<file path="config.mk">
export PLATFORM = sky130hd
export DESIGN_NAME = rv32iExecTop
export DESIGN_NICKNAME = d
export VERILOG_FILES = /design/src/rtl/rv32iPkg.sv /design/src/rtl/instDecode.sv /design/src/rtl/alu.sv /design/src/rtl/regFile.sv /design/src/rtl/executeStage.sv /design/src/rtl/rv32iExecTop.sv
export SDC_FILE = /design/constraint.sdc
export NUM_CORES = 2
export LEC_CHECK = 0
export BUFFER_PORTS_ARGS = -buffer_cell sky130_fd_sc_hd__buf_4
export CAP_MARGIN = 40
export CORE_ASPECT_RATIO = 1.2
export CORE_UTILIZATION = 55
export CTS_BUF_LIST = sky130_fd_sc_hd__clkbuf_4 sky130_fd_sc_hd__clkbuf_8 sky130_fd_sc_hd__clkbuf_16
export DETAILED_ROUTE_END_ITERATION = 10
export HOLD_SLACK_MARGIN = 0.1
export PLACE_DENSITY = 0.79
export SLEW_MARGIN = 20
export SYNTH_ARGS = -nofsm -noshare
export SYNTH_HDL_FRONTEND = slang
export SYNTH_SLANG_ARGS = --single-unit
</file>
<file path="constraint.sdc">
create_clock -name clk -period 4.65 [get_ports clk]
set_input_delay 0.93 -clock clk [delete_from_list [all_inputs] [get_ports clk]]
set_output_delay 0.93 -clock clk [all_outputs]
set_load 0.05 [all_outputs]
</file>
<file path="src/rtl/rv32iPkg.sv">
package rv32iPkg;

	////////////////////////////////////////////////////////////
	// widths
	////////////////////////////////////////////////////////////

	localparam int xlen = 32;               // data path and PC width
	localparam int regAddrW = 5;            // register index width
	localparam int numRegs = 1 << regAddrW; // architectural registers, x0 included
	localparam int shamtW = 5;              // shift amount comes from the low bits of operand b

	////////////////////////////////////////////////////////////
	// instruction encodings
	////////////////////////////////////////////////////////////

	// major opcodes handled by this execute subsystem, everything else is illegal
	typedef enum logic [6:0] {
		opcOp    = 7'b0110011, // register-register arithmetic
		opcOpImm = 7'b0010011, // register-immediate arithmetic
		opcLui   = 7'b0110111, // load upper immediate
		opcAuipc = 7'b0010111, // add upper immediate to pc
		opcBranch = 7'b1100011 // conditional branches
	} opcodeE;

	// funct3 of OP and OP-IMM
	localparam logic [2:0] f3AddSub = 3'b000; // add, addi, sub
	localparam logic [2:0] f3Sll    = 3'b001; // shift left
	localparam logic [2:0] f3Slt    = 3'b010; // signed set-less-than
	localparam logic [2:0] f3Sltu   = 3'b011; // unsigned set-less-than
	localparam logic [2:0] f3Xor    = 3'b100;
	localparam logic [2:0] f3SrlSra = 3'b101; // right shifts, funct7 picks the kind
	localparam logic [2:0] f3Or     = 3'b110;
	localparam logic [2:0] f3And    = 3'b111;

	// funct3 of BRANCH, 010 and 011 are reserved
	localparam logic [2:0] f3Beq  = 3'b000;
	localparam logic [2:0] f3Bne  = 3'b001;
	localparam logic [2:0] f3Blt  = 3'b100;
	localparam logic [2:0] f3Bge  = 3'b101;
	localparam logic [2:0] f3Bltu = 3'b110;
	localparam logic [2:0] f3Bgeu = 3'b111;

	localparam logic [6:0] f7Base = 7'b0000000; // plain variant
	localparam logic [6:0] f7Alt  = 7'b0100000; // sub and arithmetic shift right

	////////////////////////////////////////////////////////////
	// control fields
	////////////////////////////////////////////////////////////

	// low control nibble of the ALU, selects the arithmetic function
	typedef enum logic [3:0] {
		aluAnd,
		aluOr,
		aluAdd,
		aluSub,
		aluSlt,
		aluSltu,
		aluSrl,
		aluSra,
		aluSll,
		aluXor,
		aluPassB // hands operand b through, used by lui
	} aluOpE;

	// high control field of the ALU, selects the branch condition
	typedef enum logic [2:0] {
		brNone, // not a branch, branchEnable stays low
		brBeq,
		brBne,
		brBlt,
		brBge,
		brBltu,
		brBgeu
	} branchOpE;

	// source of ALU operand a
	typedef enum logic {
		srcARs1, // register rs1
		srcAPc   // program counter, for auipc
	} srcASelE;

endpackage

</file>
<file path="src/rtl/instDecode.sv">
`timescale 1ns/1ps

module instDecode (
	input  logic [31:0]                     instr,
	output logic [rv32iPkg::regAddrW-1:0]   rs1,
	output logic [rv32iPkg::regAddrW-1:0]   rs2,
	output logic [rv32iPkg::regAddrW-1:0]   rd,
	output rv32iPkg::aluOpE                 aluOp,
	output rv32iPkg::branchOpE              branchOp,
	output rv32iPkg::srcASelE               srcASel,
	output logic                            useImm,
	output logic [rv32iPkg::xlen-1:0]       imm,
	output logic                            writesRd,
	output logic                            illegal
);

	logic [6:0] opcode; // major opcode field
	logic [2:0] funct3; // minor function field
	logic [6:0] funct7; // selects sub and sra
	logic [rv32iPkg::xlen-1:0] immI; // sign-extended 12-bit immediate
	logic [rv32iPkg::xlen-1:0] immU; // upper 20 bits, low 12 cleared
	logic [rv32iPkg::xlen-1:0] immB; // branch offset, always even

	assign opcode = instr[6:0];
	assign funct3 = instr[14:12];
	assign funct7 = instr[31:25];

	assign rs1 = instr[19:15]; // register indices sit at fixed positions in every format
	assign rs2 = instr[24:20];
	assign rd  = instr[11:7];

	assign immI = {{20{instr[31]}}, instr[31:20]};
	assign immU = {instr[31:12], 12'b0};
	assign immB = {{19{instr[31]}}, instr[31], instr[7], instr[30:25], instr[11:8], 1'b0};

	////////////////////////////////////////////////////////////
	// arithmetic function from funct3, shared by OP and OP-IMM
	////////////////////////////////////////////////////////////

	function automatic rv32iPkg::aluOpE arithOp(input logic [2:0] f3, input logic alt);
		case (f3)
			rv32iPkg::f3AddSub: arithOp = alt ? rv32iPkg::aluSub : rv32iPkg::aluAdd;
			rv32iPkg::f3Sll:    arithOp = rv32iPkg::aluSll;
			rv32iPkg::f3Slt:    arithOp = rv32iPkg::aluSlt;
			rv32iPkg::f3Sltu:   arithOp = rv32iPkg::aluSltu;
			rv32iPkg::f3Xor:    arithOp = rv32iPkg::aluXor;
			rv32iPkg::f3SrlSra: arithOp = alt ? rv32iPkg::aluSra : rv32iPkg::aluSrl;
			rv32iPkg::f3Or:     arithOp = rv32iPkg::aluOr;
			default:            arithOp = rv32iPkg::aluAnd; // only f3And is left
		endcase
	endfunction

	always_comb begin
		aluOp    = rv32iPkg::aluAdd; // harmless defaults for anything not decoded below
		branchOp = rv32iPkg::brNone;
		srcASel  = rv32iPkg::srcARs1;
		useImm   = 1'b0;
		imm      = immI;
		writesRd = 1'b0;
		illegal  = 1'b0;

		case (opcode)
			rv32iPkg::opcOp: begin
				aluOp    = arithOp(funct3, funct7 == rv32iPkg::f7Alt); // alt only means sub or sra
				writesRd = 1'b1;
				if (funct7 == rv32iPkg::f7Alt) begin
					illegal = (funct3 != rv32iPkg::f3AddSub) && (funct3 != rv32iPkg::f3SrlSra);
				end else begin
					illegal = (funct7 != rv32iPkg::f7Base);
				end
			end
			rv32iPkg::opcOpImm: begin
				// subi does not exist, so alt only counts for the right shifts
				aluOp    = arithOp(funct3, (funct3 == rv32iPkg::f3SrlSra) &&
				                           (funct7 == rv32iPkg::f7Alt));
				useImm   = 1'b1;
				writesRd = 1'b1;
				if (funct3 == rv32iPkg::f3Sll) begin
					illegal = (funct7 != rv32iPkg::f7Base); // slli has no alternate form
				end else if (funct3 == rv32iPkg::f3SrlSra) begin
					illegal = (funct7 != rv32iPkg::f7Base) && (funct7 != rv32iPkg::f7Alt);
				end
			end
			rv32iPkg::opcLui: begin
				aluOp    = rv32iPkg::aluPassB; // result is the immediate itself
				useImm   = 1'b1;
				imm      = immU;
				writesRd = 1'b1;
			end
			rv32iPkg::opcAuipc: begin
				aluOp    = rv32iPkg::aluAdd;
				srcASel  = rv32iPkg::srcAPc; // pc plus upper immediate
				useImm   = 1'b1;
				imm      = immU;
				writesRd = 1'b1;
			end
			rv32iPkg::opcBranch: begin
				aluOp = rv32iPkg::aluSub; // compares rs1 against rs2
				imm   = immB;             // feeds the target adder, not the ALU
				case (funct3)
					rv32iPkg::f3Beq:  branchOp = rv32iPkg::brBeq;
					rv32iPkg::f3Bne:  branchOp = rv32iPkg::brBne;
					rv32iPkg::f3Blt:  branchOp = rv32iPkg::brBlt;
					rv32iPkg::f3Bge:  branchOp = rv32iPkg::brBge;
					rv32iPkg::f3Bltu: branchOp = rv32iPkg::brBltu;
					rv32iPkg::f3Bgeu: branchOp = rv32iPkg::brBgeu;
					default:          illegal  = 1'b1; // reserved branch encodings
				endcase
			end
			default: illegal = 1'b1; // loads, stores, jumps, system and fence
		endcase
	end

endmodule

</file>
<file path="src/rtl/alu.sv">
`timescale 1ns/1ps

module alu (
	input  rv32iPkg::aluOpE             aluCtl,
	input  rv32iPkg::branchOpE          branchOp,
	input  logic [rv32iPkg::xlen-1:0]   a,
	input  logic [rv32iPkg::xlen-1:0]   b,
	output logic [rv32iPkg::xlen-1:0]   aluOut,
	output logic                        branchEnable
);

	logic [rv32iPkg::shamtW-1:0] shamt; // only the low bits of b shift

	assign shamt = b[rv32iPkg::shamtW-1:0];

	////////////////////////////////////////////////////////////
	// arithmetic function
	////////////////////////////////////////////////////////////

	always_comb begin
		case (aluCtl)
			rv32iPkg::aluAnd:   aluOut = a & b;
			rv32iPkg::aluOr:    aluOut = a | b;
			rv32iPkg::aluAdd:   aluOut = a + b;  // also addi and auipc
			rv32iPkg::aluSub:   aluOut = a - b;  // also every branch
			rv32iPkg::aluSlt:   aluOut = ($signed(a) < $signed(b)) ? 32'd1 : 32'd0;
			rv32iPkg::aluSltu:  aluOut = (a < b) ? 32'd1 : 32'd0;
			rv32iPkg::aluSrl:   aluOut = a >> shamt;
			rv32iPkg::aluSra:   aluOut = $signed(a) >>> shamt; // sign bit fills from the left
			rv32iPkg::aluSll:   aluOut = a << shamt;
			rv32iPkg::aluXor:   aluOut = a ^ b;
			rv32iPkg::aluPassB: aluOut = b;      // lui carries its value in b
			default:            aluOut = '0;     // unused encodings
		endcase
	end

	////////////////////////////////////////////////////////////
	// branch condition
	////////////////////////////////////////////////////////////

	always_comb begin
		case (branchOp)
			rv32iPkg::brBeq:  branchEnable = (a == b);
			rv32iPkg::brBne:  branchEnable = (a != b);
			rv32iPkg::brBlt:  branchEnable = ($signed(a) < $signed(b));
			rv32iPkg::brBge:  branchEnable = ($signed(a) >= $signed(b));
			rv32iPkg::brBltu: branchEnable = (a < b);  // plain logic vectors compare unsigned
			rv32iPkg::brBgeu: branchEnable = (a >= b);
			default:          branchEnable = 1'b0;     // brNone and unused codes never branch
		endcase
	end

endmodule

</file>
<file path="src/rtl/regFile.sv">
`timescale 1ns/1ps

module regFile (
	input  logic                            clk,
	input  logic                            arstN,
	input  logic [rv32iPkg::regAddrW-1:0]   rdAddr1,
	input  logic [rv32iPkg::regAddrW-1:0]   rdAddr2,
	output logic [rv32iPkg::xlen-1:0]       rdData1,
	output logic [rv32iPkg::xlen-1:0]       rdData2,
	input  logic                            wrEn,
	input  logic [rv32iPkg::regAddrW-1:0]   wrAddr,
	input  logic [rv32iPkg::xlen-1:0]       wrData
);

	// x0 has no storage, so the array starts at index 1
	logic [rv32iPkg::xlen-1:0] regs [1:rv32iPkg::numRegs-1];

	always_ff @(posedge clk or negedge arstN) begin
		if (!arstN) begin
			for (int i = 1; i < rv32iPkg::numRegs; i++) begin
				regs[i] <= '0; // every register starts at zero
			end
		end else if (wrEn && (wrAddr != '0)) begin
			regs[wrAddr] <= wrData; // writes to x0 are dropped
		end
	end

	// reads are combinational and see the old value during a same-cycle write
	assign rdData1 = (rdAddr1 == '0) ? '0 : regs[rdAddr1];
	assign rdData2 = (rdAddr2 == '0) ? '0 : regs[rdAddr2];

endmodule

</file>
<file path="src/rtl/executeStage.sv">
`timescale 1ns/1ps

module executeStage (
	input  logic                            clk,
	input  logic                            arstN,
	input  logic                            inValid,
	input  logic [rv32iPkg::xlen-1:0]       inPc,
	input  logic [rv32iPkg::regAddrW-1:0]   rs1,
	input  logic [rv32iPkg::regAddrW-1:0]   rs2,
	input  logic [rv32iPkg::regAddrW-1:0]   rd,
	input  rv32iPkg::aluOpE                 aluOp,
	input  rv32iPkg::branchOpE              branchOp,
	input  rv32iPkg::srcASelE               srcASel,
	input  logic                            useImm,
	input  logic [rv32iPkg::xlen-1:0]       imm,
	input  logic                            writesRd,
	input  logic                            illegal,
	input  logic [rv32iPkg::xlen-1:0]       rdData1,
	input  logic [rv32iPkg::xlen-1:0]       rdData2,
	output logic                            wrEn,
	output logic [rv32iPkg::regAddrW-1:0]   wrAddr,
	output logic [rv32iPkg::xlen-1:0]       wrData,
	output logic                            resValid,
	output logic [rv32iPkg::regAddrW-1:0]   resRd,
	output logic [rv32iPkg::xlen-1:0]       resData,
	output logic                            resBranch,
	output logic [rv32iPkg::xlen-1:0]       resTarget,
	output logic                            resIllegal
);

	////////////////////////////////////////////////////////////
	// decode-to-execute register
	////////////////////////////////////////////////////////////

	logic                            exValid;    // execute stage holds an instruction
	logic [rv32iPkg::xlen-1:0]       exPc;
	logic [rv32iPkg::regAddrW-1:0]   exRd;
	rv32iPkg::aluOpE                 exAluOp;
	rv32iPkg::branchOpE              exBranchOp;
	rv32iPkg::srcASelE               exSrcASel;
	logic                            exUseImm;
	logic [rv32iPkg::xlen-1:0]       exImm;
	logic                            exWritesRd;
	logic                            exIllegal;
	logic [rv32iPkg::xlen-1:0]       exRs1Data;  // operand values after forwarding
	logic [rv32iPkg::xlen-1:0]       exRs2Data;

	logic                            fwdHit;     // execute result will land in a real register
	logic [rv32iPkg::xlen-1:0]       fwdData1;
	logic [rv32iPkg::xlen-1:0]       fwdData2;
	logic [rv32iPkg::xlen-1:0]       opA;
	logic [rv32iPkg::xlen-1:0]       opB;
	logic [rv32iPkg::xlen-1:0]       aluResult;
	logic                            branchEnable;
	logic                            exIsBranch;

	// the register file is written at the same edge that captures the next instruction,
	// so a dependent instruction one behind has to take the value straight from the ALU
	assign fwdHit   = wrEn && (exRd != '0);
	assign fwdData1 = (fwdHit && (rs1 == exRd)) ? aluResult : rdData1;
	assign fwdData2 = (fwdHit && (rs2 == exRd)) ? aluResult : rdData2;

	always_ff @(posedge clk or negedge arstN) begin
		if (!arstN) begin
			exValid <= 1'b0;
		end else begin
			exValid <= inValid; // one instruction per cycle, no stall
		end
	end

	always_ff @(posedge clk) begin
		if (inValid) begin
			exPc       <= inPc;
			exRd       <= rd;
			exAluOp    <= aluOp;
			exBranchOp <= branchOp;
			exSrcASel  <= srcASel;
			exUseImm   <= useImm;
			exImm      <= imm;
			exWritesRd <= writesRd;
			exIllegal  <= illegal;
			exRs1Data  <= fwdData1;
			exRs2Data  <= fwdData2;
		end
	end

	////////////////////////////////////////////////////////////
	// operand select and ALU
	////////////////////////////////////////////////////////////

	assign opA = (exSrcASel == rv32iPkg::srcAPc) ? exPc : exRs1Data; // pc only for auipc
	assign opB = exUseImm ? exImm : exRs2Data;

	alu alu_i (
		.aluCtl       (exAluOp),
		.branchOp     (exBranchOp),
		.a            (opA),
		.b            (opB),
		.aluOut       (aluResult),
		.branchEnable (branchEnable)
	);

	assign exIsBranch = (exBranchOp != rv32iPkg::brNone);

	// write port of the register file, only legal instructions that produce a value
	assign wrEn   = exValid && !exIllegal && exWritesRd;
	assign wrAddr = exRd;
	assign wrData = aluResult;

	////////////////////////////////////////////////////////////
	// result register
	////////////////////////////////////////////////////////////

	always_ff @(posedge clk or negedge arstN) begin
		if (!arstN) begin
			resValid   <= 1'b0;
			resRd      <= '0;
			resData    <= '0;
			resBranch  <= 1'b0;
			resTarget  <= '0;
			resIllegal <= 1'b0;
		end else begin
			resValid   <= exValid;
			resRd      <= wrEn ? exRd : '0;        // zero for branches, illegal and idle
			resData    <= wrEn ? aluResult : '0;   // the value written to resRd
			resBranch  <= exValid && branchEnable;
			// target only means something for a branch, otherwise it reads zero
			resTarget  <= (exValid && exIsBranch) ? (exPc + exImm) : '0;
			resIllegal <= exValid && exIllegal;
		end
	end

endmodule

</file>
<file path="src/rtl/rv32iExecTop.sv">
`timescale 1ns/1ps

module rv32iExecTop (
	input  logic            clk,
	input  logic            arstN,
	input  logic            inValid,
	input  logic [31:0]     inInstr,
	input  logic [31:0]     inPc,
	output logic            resValid,
	output logic [4:0]      resRd,
	output logic [31:0]     resData,
	output logic            resBranch,
	output logic [31:0]     resTarget,
	output logic            resIllegal
);

	////////////////////////////////////////////////////////////
	// decode outputs
	////////////////////////////////////////////////////////////

	logic [rv32iPkg::regAddrW-1:0]   rs1;
	logic [rv32iPkg::regAddrW-1:0]   rs2;
	logic [rv32iPkg::regAddrW-1:0]   rd;
	rv32iPkg::aluOpE                 aluOp;
	rv32iPkg::branchOpE              branchOp;
	rv32iPkg::srcASelE               srcASel;
	logic                            useImm;
	logic [rv32iPkg::xlen-1:0]       imm;
	logic                            writesRd;
	logic                            illegal;

	logic [rv32iPkg::xlen-1:0]       rdData1;  // register file read data
	logic [rv32iPkg::xlen-1:0]       rdData2;
	logic                            wrEn;     // write-back from the execute stage
	logic [rv32iPkg::regAddrW-1:0]   wrAddr;
	logic [rv32iPkg::xlen-1:0]       wrData;

	instDecode instDecode_i (
		.instr    (inInstr),
		.rs1      (rs1),
		.rs2      (rs2),
		.rd       (rd),
		.aluOp    (aluOp),
		.branchOp (branchOp),
		.srcASel  (srcASel),
		.useImm   (useImm),
		.imm      (imm),
		.writesRd (writesRd),
		.illegal  (illegal)
	);

	regFile regFile_i (
		.clk     (clk),
		.arstN   (arstN),
		.rdAddr1 (rs1),
		.rdAddr2 (rs2),
		.rdData1 (rdData1),
		.rdData2 (rdData2),
		.wrEn    (wrEn),
		.wrAddr  (wrAddr),
		.wrData  (wrData)
	);

	executeStage executeStage_i (
		.clk        (clk),
		.arstN      (arstN),
		.inValid    (inValid),
		.inPc       (inPc),
		.rs1        (rs1),
		.rs2        (rs2),
		.rd         (rd),
		.aluOp      (aluOp),
		.branchOp   (branchOp),
		.srcASel    (srcASel),
		.useImm     (useImm),
		.imm        (imm),
		.writesRd   (writesRd),
		.illegal    (illegal),
		.rdData1    (rdData1),
		.rdData2    (rdData2),
		.wrEn       (wrEn),
		.wrAddr     (wrAddr),
		.wrData     (wrData),
		.resValid   (resValid),
		.resRd      (resRd),
		.resData    (resData),
		.resBranch  (resBranch),
		.resTarget  (resTarget),
		.resIllegal (resIllegal)
	);

endmodule

</file>
# Word-level counts from Yosys, hierarchy flattened
# Cells that the tools add are included.
[op_classes] shifts=3 n_addsub=3 bitwise=6 n_mux=39 n_lt_le_gt_ge=8 eq_ne=35 reduce_logical=25
[ops] operator="$bwmux W992" n=1
[ops] operator="$mux W32" n=13
[ops] operator="$pmux W32 S11" n=1
[ops] operator="$bmux W32 S5" n=2
[ops] operator="$demux W32 S5" n=1
[ops] operator="$add A32 B32 Y32" n=2
[ops] operator="$ge A32 B32 Y1" n=2
[ops] operator="$lt A32 B32 Y1" n=2
[ops] operator="$pmux W31 S2" n=1
[ops] operator="$pmux W4 S7" n=2
[ops] operator="$and A32 B32 Y32" n=1
[ops] operator="$eq A32 B32 Y1" n=1
[ops] operator="$ne A32 B32 Y1" n=1
[ops] operator="$or A32 B32 Y32" n=1
[ops] operator="$shl A32 B5 Y32" n=1
[ops] operator="$shr A32 B5 Y32" n=1
[ops] operator="$sshr A32 B5 Y32" n=1
[ops] operator="$sub A32 B32 Y32" n=1
[ops] operator="$xor A32 B32 Y32" n=1
[ops] operator="$eq A3 B3 Y1 const B" n=7
[ops] operator="$eq A7 B6 Y1 const B" n=3
[ops] operator="$ge A6 B6 Y1 const B" n=3
[ops] operator="$not A5 Y6" n=3
[ops] operator="$pmux W3 S6" n=1
[ops] operator="29 further kinds" n=66
[word_totals] out_inout_bits=72 in_bits=67 reg_bits=1209 word_cells=168

# Logic depth before layout (Yosys ltp)
[logic_depth] word_depth=6 mapped_depth=20 ltp_nobuf=15

# Hierarchy
# From an unflattened synthesis, not the netlist that was laid out.
[hier_totals] hier_cells=6339 area_unflattened_um2=73877.1
[modules_own_cells] mod="regFile" area_each_um2=53303.6 cells_each=4066 seq_area_each_um2=24823.8 instances=1
[modules_own_cells] mod="executeStage" area_each_um2=10455.0 cells_each=744 seq_area_each_um2=6150.9 instances=1
[modules_own_cells] mod="alu" area_each_um2=9437.8 cells_each=1418 seq_area_each_um2=0.0 instances=1
[modules_own_cells] mod="instDecode" area_each_um2=680.7 cells_each=111 seq_area_each_um2=0.0 instances=1

# Worst setup path before layout
# No wires, ideal clock.
[synth_path] kind="register to register" from="register executeStage_i.exUseImm" to="register executeStage_i.exRs1Data[28] (netlist bit) (data pin)" stages_incl_launch_ff=19 path_slack_ns=-0.023 arrival_ns=4.400 period_less_slack_ns=4.673 t_required_ns=4.377 path_cell_list="edfxtp_1 -> buf_6 -> mux2i_1 -> clkbuf_1 -> clkbuf_1 -> clkbuf_1 -> ha_1 -> buf_4 -> a21o_1 -> or4_1 -> o21ai_1 -> a31o_2 -> a2111o_1 -> a211oi_1 -> or2_1 -> a221o_1 -> a21oi_2 -> buf_4 -> o32ai_1"
[synth_via] elab_chain_cells=4 elab_cells_between_ends=11 cone_classes="add/sub: 2; shift: 3; mux: 3; bitwise: 3"
[synth_lines] item="start, declared" line_no="executeStage.sv:41" text="logic exUseImm;"
[synth_lines] item="start signal, assigned" line_no="executeStage.sv:78" text="exUseImm <= useImm;"
[synth_lines] item="$mux W32 *" line_no="executeStage.sv:92" text="assign opB = exUseImm ? exImm : exRs2Data;"
[synth_lines] item="$sub A32 B32 Y32 (tied with other cells)" line_no="alu.sv:25" text="rv32iPkg::aluSub: aluOut = a - b;"
[synth_lines] item="$pmux W32 S11 *" line_no="alu.sv:21" text="case (aluCtl)"
[synth_lines] item="$mux W32 *" line_no="executeStage.sv:60" text="assign fwdData1 = (fwdHit && (rs1 == exRd)) ? aluResult : rdData1;"
[synth_lines] item="named net executeStage_i.fwdData1 (one bit)" line_no="executeStage.sv:49" text="logic [rv32iPkg::xlen-1:0] fwdData1;"
[synth_lines] item="end signal, assigned" line_no="executeStage.sv:82" text="exRs1Data <= fwdData1;"
[synth_lines] item="end, declared" line_no="executeStage.sv:45" text="logic [rv32iPkg::xlen-1:0] exRs1Data;"
# Mark *: on every way through the listed nets, which the timed path passes. The rest lies on a longest branch.
# A chain may end at the register's enable or synchronous reset.

# Worst setup path after layout
[layout_path] from="register executeStage_i.exSrcASel" to="register regFile_i.regs[958] (netlist bit)"
[layout_via] elab_chain_cells=4 elab_cells_between_ends=11 cone_classes="add/sub: 2; shift: 3; mux: 3; bitwise: 3"
[layout_lines] item="start, declared" line_no="executeStage.sv:40" text="rv32iPkg::srcASelE exSrcASel;"
[layout_lines] item="start signal, assigned" line_no="executeStage.sv:77" text="exSrcASel <= srcASel;"
[layout_lines] item="$mux W32 *" line_no="executeStage.sv:91" text="assign opA = (exSrcASel == rv32iPkg::srcAPc) ? exPc : exRs1Data;"
[layout_lines] item="$sub A32 B32 Y32 (tied with other cells)" line_no="alu.sv:25"
[layout_lines] item="$pmux W32 S11 *" line_no="alu.sv:21"
[layout_lines] item="$bwmux W992 *" line_no="regFile.sv:24" text="regs[wrAddr] <= wrData;"
[layout_lines] item="end signal, assigned by index" line_no="regFile.sv:24"
[layout_lines] item="end, declared" line_no="regFile.sv:16" text="logic [rv32iPkg::xlen-1:0] regs [1:rv32iPkg::numRegs-1];"
# Mark *: on every way between the ends. The rest lies on a longest branch, timed or not.

==> flow_summary_export.csv <==
group,metric,value,unit
sta,tightest_slew,1190,ps
cells_and_area,area_growth,15.1,%
floorplanning,die_area,0.128,mm^2
sta,whs,220,ps
floorplanning,num_rows,142,
clock_tree,cts-root-buf,"clkbuf_16",
cells_and_area,seqCellArea,0.0310,mm^2
logic_synthesis,synth_cell_type_count,102,
sta,max_freq,219,MHz
floorplanning,die_y,392,um
critical_path,path_max_fanout,16,
logic_synthesis,synth.most_common_cell,"nand2_1",
logic_synthesis,synth_seq_cells,1209,
sta,drv_slew,0,
grt,grt-ovfl-total,0,
power_and_ir_drop,ir_drop,0.395,mV
sta,fin_crit_sh,98.0,%
floorplanning,coreArea,0.125,mm^2
cells_and_area,drive_gt1_share,24.1,%
routing,drtIter0Drc,8768,
hold_path,hold_class,"input port to async pin",
grt,grt_max_degree,106,
clock_tree,h-tree-depth,3,
clock_tree,clkSinkCount,1209,
sta,timing_hold_violations_final,0,
sta,period_needed,4560,ps
floorplanning,die_x,327,um
cells_and_area,fin_area,0.0802,mm^2
critical_path,r2r_slack,90,ps
critical_path,max_stage_delay,440,ps
routing,via_per_inst,7.05,
grt,grt_pass1_wl,399000,um
logic_synthesis,async_flop_share,88.1,%
cells_and_area,final_util,64.0,%
placement,dp.cells,8273,
clock_tree,clk_latency,800,ps
logic_synthesis,synth_top_area_share,38.2,%
clock_tree,path_clk_slew,70,ps
logic_synthesis,netlist_instances,6573,
logic_synthesis,ys_seq_area_share,44.4,%
routing,drt_first_pass_iters,9,
cells_and_area,fin_nets,6960,
grt,antenna_found_initial,15,
critical_path,path_class,"register to register",
critical_path,critPathArrivalTime,5170,ps
logic_synthesis,ys_warn_count,0,
job,cap_violations,0,
critical_path,path_delay_family,"compound AO/OA/AOI/OAI gates",
critical_path,critical_path_required,5260,ps
critical_path,worstSetupEndpointType,"register",
floorplanning,start_util,55.6,%
run_status,status,"completed",
logic_synthesis,synth_edf_count,144,
sta,tns,0,ps
routing,dr_total_vias,60100,
power_and_ir_drop,leakagePower,34.4,nW
logic_synthesis,ys_top_cells_by_area,"dfrtp_1 38%, mux4_2 18%, o21ai_0 6.4%",
logic_synthesis,yosys.area.top_type,"dfrtp_1",
placement,place.gp.congestion,1.12,
floorplanning,ios,139,
sta,setup_viol,0,
critical_path,crit_chain,"buf_4, mux2i_4, ha_2, fa_1, o21bai_2, a2111oi_4, buf_4, o41ai_4, buf_4, a311oi_4, o211ai_2, buf_6, a21oi_4, mux2i_1, a2111oi_2, o2111a_2, buf_12, buf_12, o21ai_0",
clock_tree,cts_tree,"yes",
power_and_ir_drop,powerDensity,383,mW/mm^2
cells_and_area,fill_cells,9204,
logic_synthesis,netlist_area,0.0697,mm^2
sta,fin_worst_skew,51.9,ps
clock_tree,numCtsBuffers,117,
logic_synthesis,ys.flop_type,"dfrtp_1",
critical_path,startpoint_type,"register",
placement,io_buffers,138,
placement,hpwl,184000,um
placement,dpl_cell_area,0.0755,mm^2
routing,drc,0,
critical_path,crit_buf_inv,6,
routing,ant_nets,0,
critical_path,cp_common_cell,"buf_4",
routing,wl_per_cell,32.2,um
cells_and_area,final_cells,8516,
logic_synthesis,synth_top_cells_by_count,"1097 x nand2_1, 1065 x dfrtp_1, 893 x o21ai_0, 564 x mux4_2, 445 x nor2_1",
grt,grt_use_total,42.9,%
grt,grt_pass1_vias,60100,
logic_synthesis,synthesis.nets,6775,
cells_and_area,multi_input_area,0.0363,mm^2
routing,drt_wl_total,274000,um
logic_synthesis,avgSynthCellArea,10.6,um^2
sta,max_slew_margin,20.6,%
critical_path,slowest_stage,"fa_1",
clock_tree,clock_path_buffers,3,
[path summary, 6_finish.rpt]
path / startpoint / endpoint / cells after the start
min in group clk: inPc[9] / executeStage_i.exPc[9]$_DFFE_PP_ / 1
max: executeStage_i.exSrcASel$_DFFE_PP_ / regFile_i.regs[958]$_DFFE_PN0P_ / 19
min reg2reg: regFile_i.regs[785]$_DFFE_PN0P_ / regFile_i.regs[785]$_DFFE_PN0P_ / 2
max reg2reg: executeStage_i.exSrcASel$_DFFE_PP_ / regFile_i.regs[958]$_DFFE_PN0P_ / 19
max in group asynchronous: arstN / regFile_i.regs[561]$_DFFE_PN0P_ / 2
min: arstN / regFile_i.regs[330]$_DFFE_PN0P_ / 1
[per-stage QoR]
step	setup WS, ps	total power [mW]
after floorplan	85.7	17.0
after global placement	-283	19.9
after detailed placement	-273	20.2
after CTS	2.11	30.3
after global routing	-29.5	31.6
final	90.9	30.7
[cell families (layout without fill, tap and decap cells)]
kind of cell | Yosys count | after routing | synth area share, %
other | 0 | 3 | 0
DFF | 1209 | 1209 | 44.4
AOI/OAI and AO/OA | 1840 | 1840 | 15.5
xor gates and xnor gates | 61 | 61 | 0.766
muxes | 828 | 828 | 22.2
buffers and inverters | 712 | 996 | 4.25
adders and majority gates | 135 | 135 | 2.46
and+or+nand+nor | 1788 | 1788 | 10.5
[power by group]
group	switching [mW]	internal, mW
Combinational	4.58	3.19
Sequential	0.969	11.7
Clock	4.45	5.78
Total	10.0	20.7
[per-layer routing]
metal / vias up / track usage (%) / wire, um
met5: - / 0.458 / 215
met2: 4565 / 65.5 / 123000
li1: 24400 / - / -
met4: 28 / 34.5 / 26700
met1: 29700 / 49.9 / 89300
met3: 1363 / 13.9 / 34300
[cells in the final DEF (no fill, tap or decap), types with 19 or more instances in the layout]
master,instances
clkbuf_16,121
nand2_2,27
nor3_1,48
o32ai_1,50
inv_1,99
buf_4,565
nand4_1,19
o211ai_1,43
mux2_2,23
dfrtp_1,1065
edfxtp_1,144
a31oi_1,20
and2_1,25
o21ai_1,94
mux2i_1,220
a21o_1,58
xnor2_1,40
a221oi_1,19
a21oi_1,395
buf_12,86
xor2_1,21
nor2_1,444
clkbuf_8,27
ha_1,128
o21ai_2,26
clkinv_2,22
a211oi_1,27
a22oi_1,24
o21ai_0,892
nand3_1,34
nand2_1,1070
nor2b_1,19
o22ai_1,20
mux4_2,564
[cell type report]
type	instances	area share, %
Sequential cell	1209	38.6
Clock inverter	52	0.774
Inverter	103	0.482
Timing Repair Buffer	675	7.88
Clock buffer	166	4.41
Antenna cell	3	0.00936
Tap cell	1656	2.58
Multi-Input combinational cell	4652	45.3
[sequential cells by signal, indices dropped and copies added (netlist names)]
register                   count
executeStage_i.exAluOp         4
executeStage_i.exBranchOp      3
executeStage_i.exIllegal       1
executeStage_i.exImm          32
executeStage_i.exPc           32
executeStage_i.exRs1Data      32
executeStage_i.exRs2Data      32
executeStage_i.exSrcASel       1
executeStage_i.exUseImm        1
executeStage_i.exValid         1
executeStage_i.exWritesRd      1
executeStage_i.resBranch       1
executeStage_i.resData        32
executeStage_i.resIllegal      1
executeStage_i.resRd           5
executeStage_i.resTarget      32
executeStage_i.resValid        1
executeStage_i.wrAddr          5
regFile_i.regs               992
[what timing repair did]
| item | CTS | global route |
|---|---|---|
| gates cloned | 0 | 0 |
| setup endpoints to repair | 236 | 260 |
| hold buffers | 0 | 0 |
| gates resized for setup | 16 | 31 |
| pin swaps | 5 | 9 |
| setup buffers | 7 | 5 |
(Power assumes the default switching activity.)
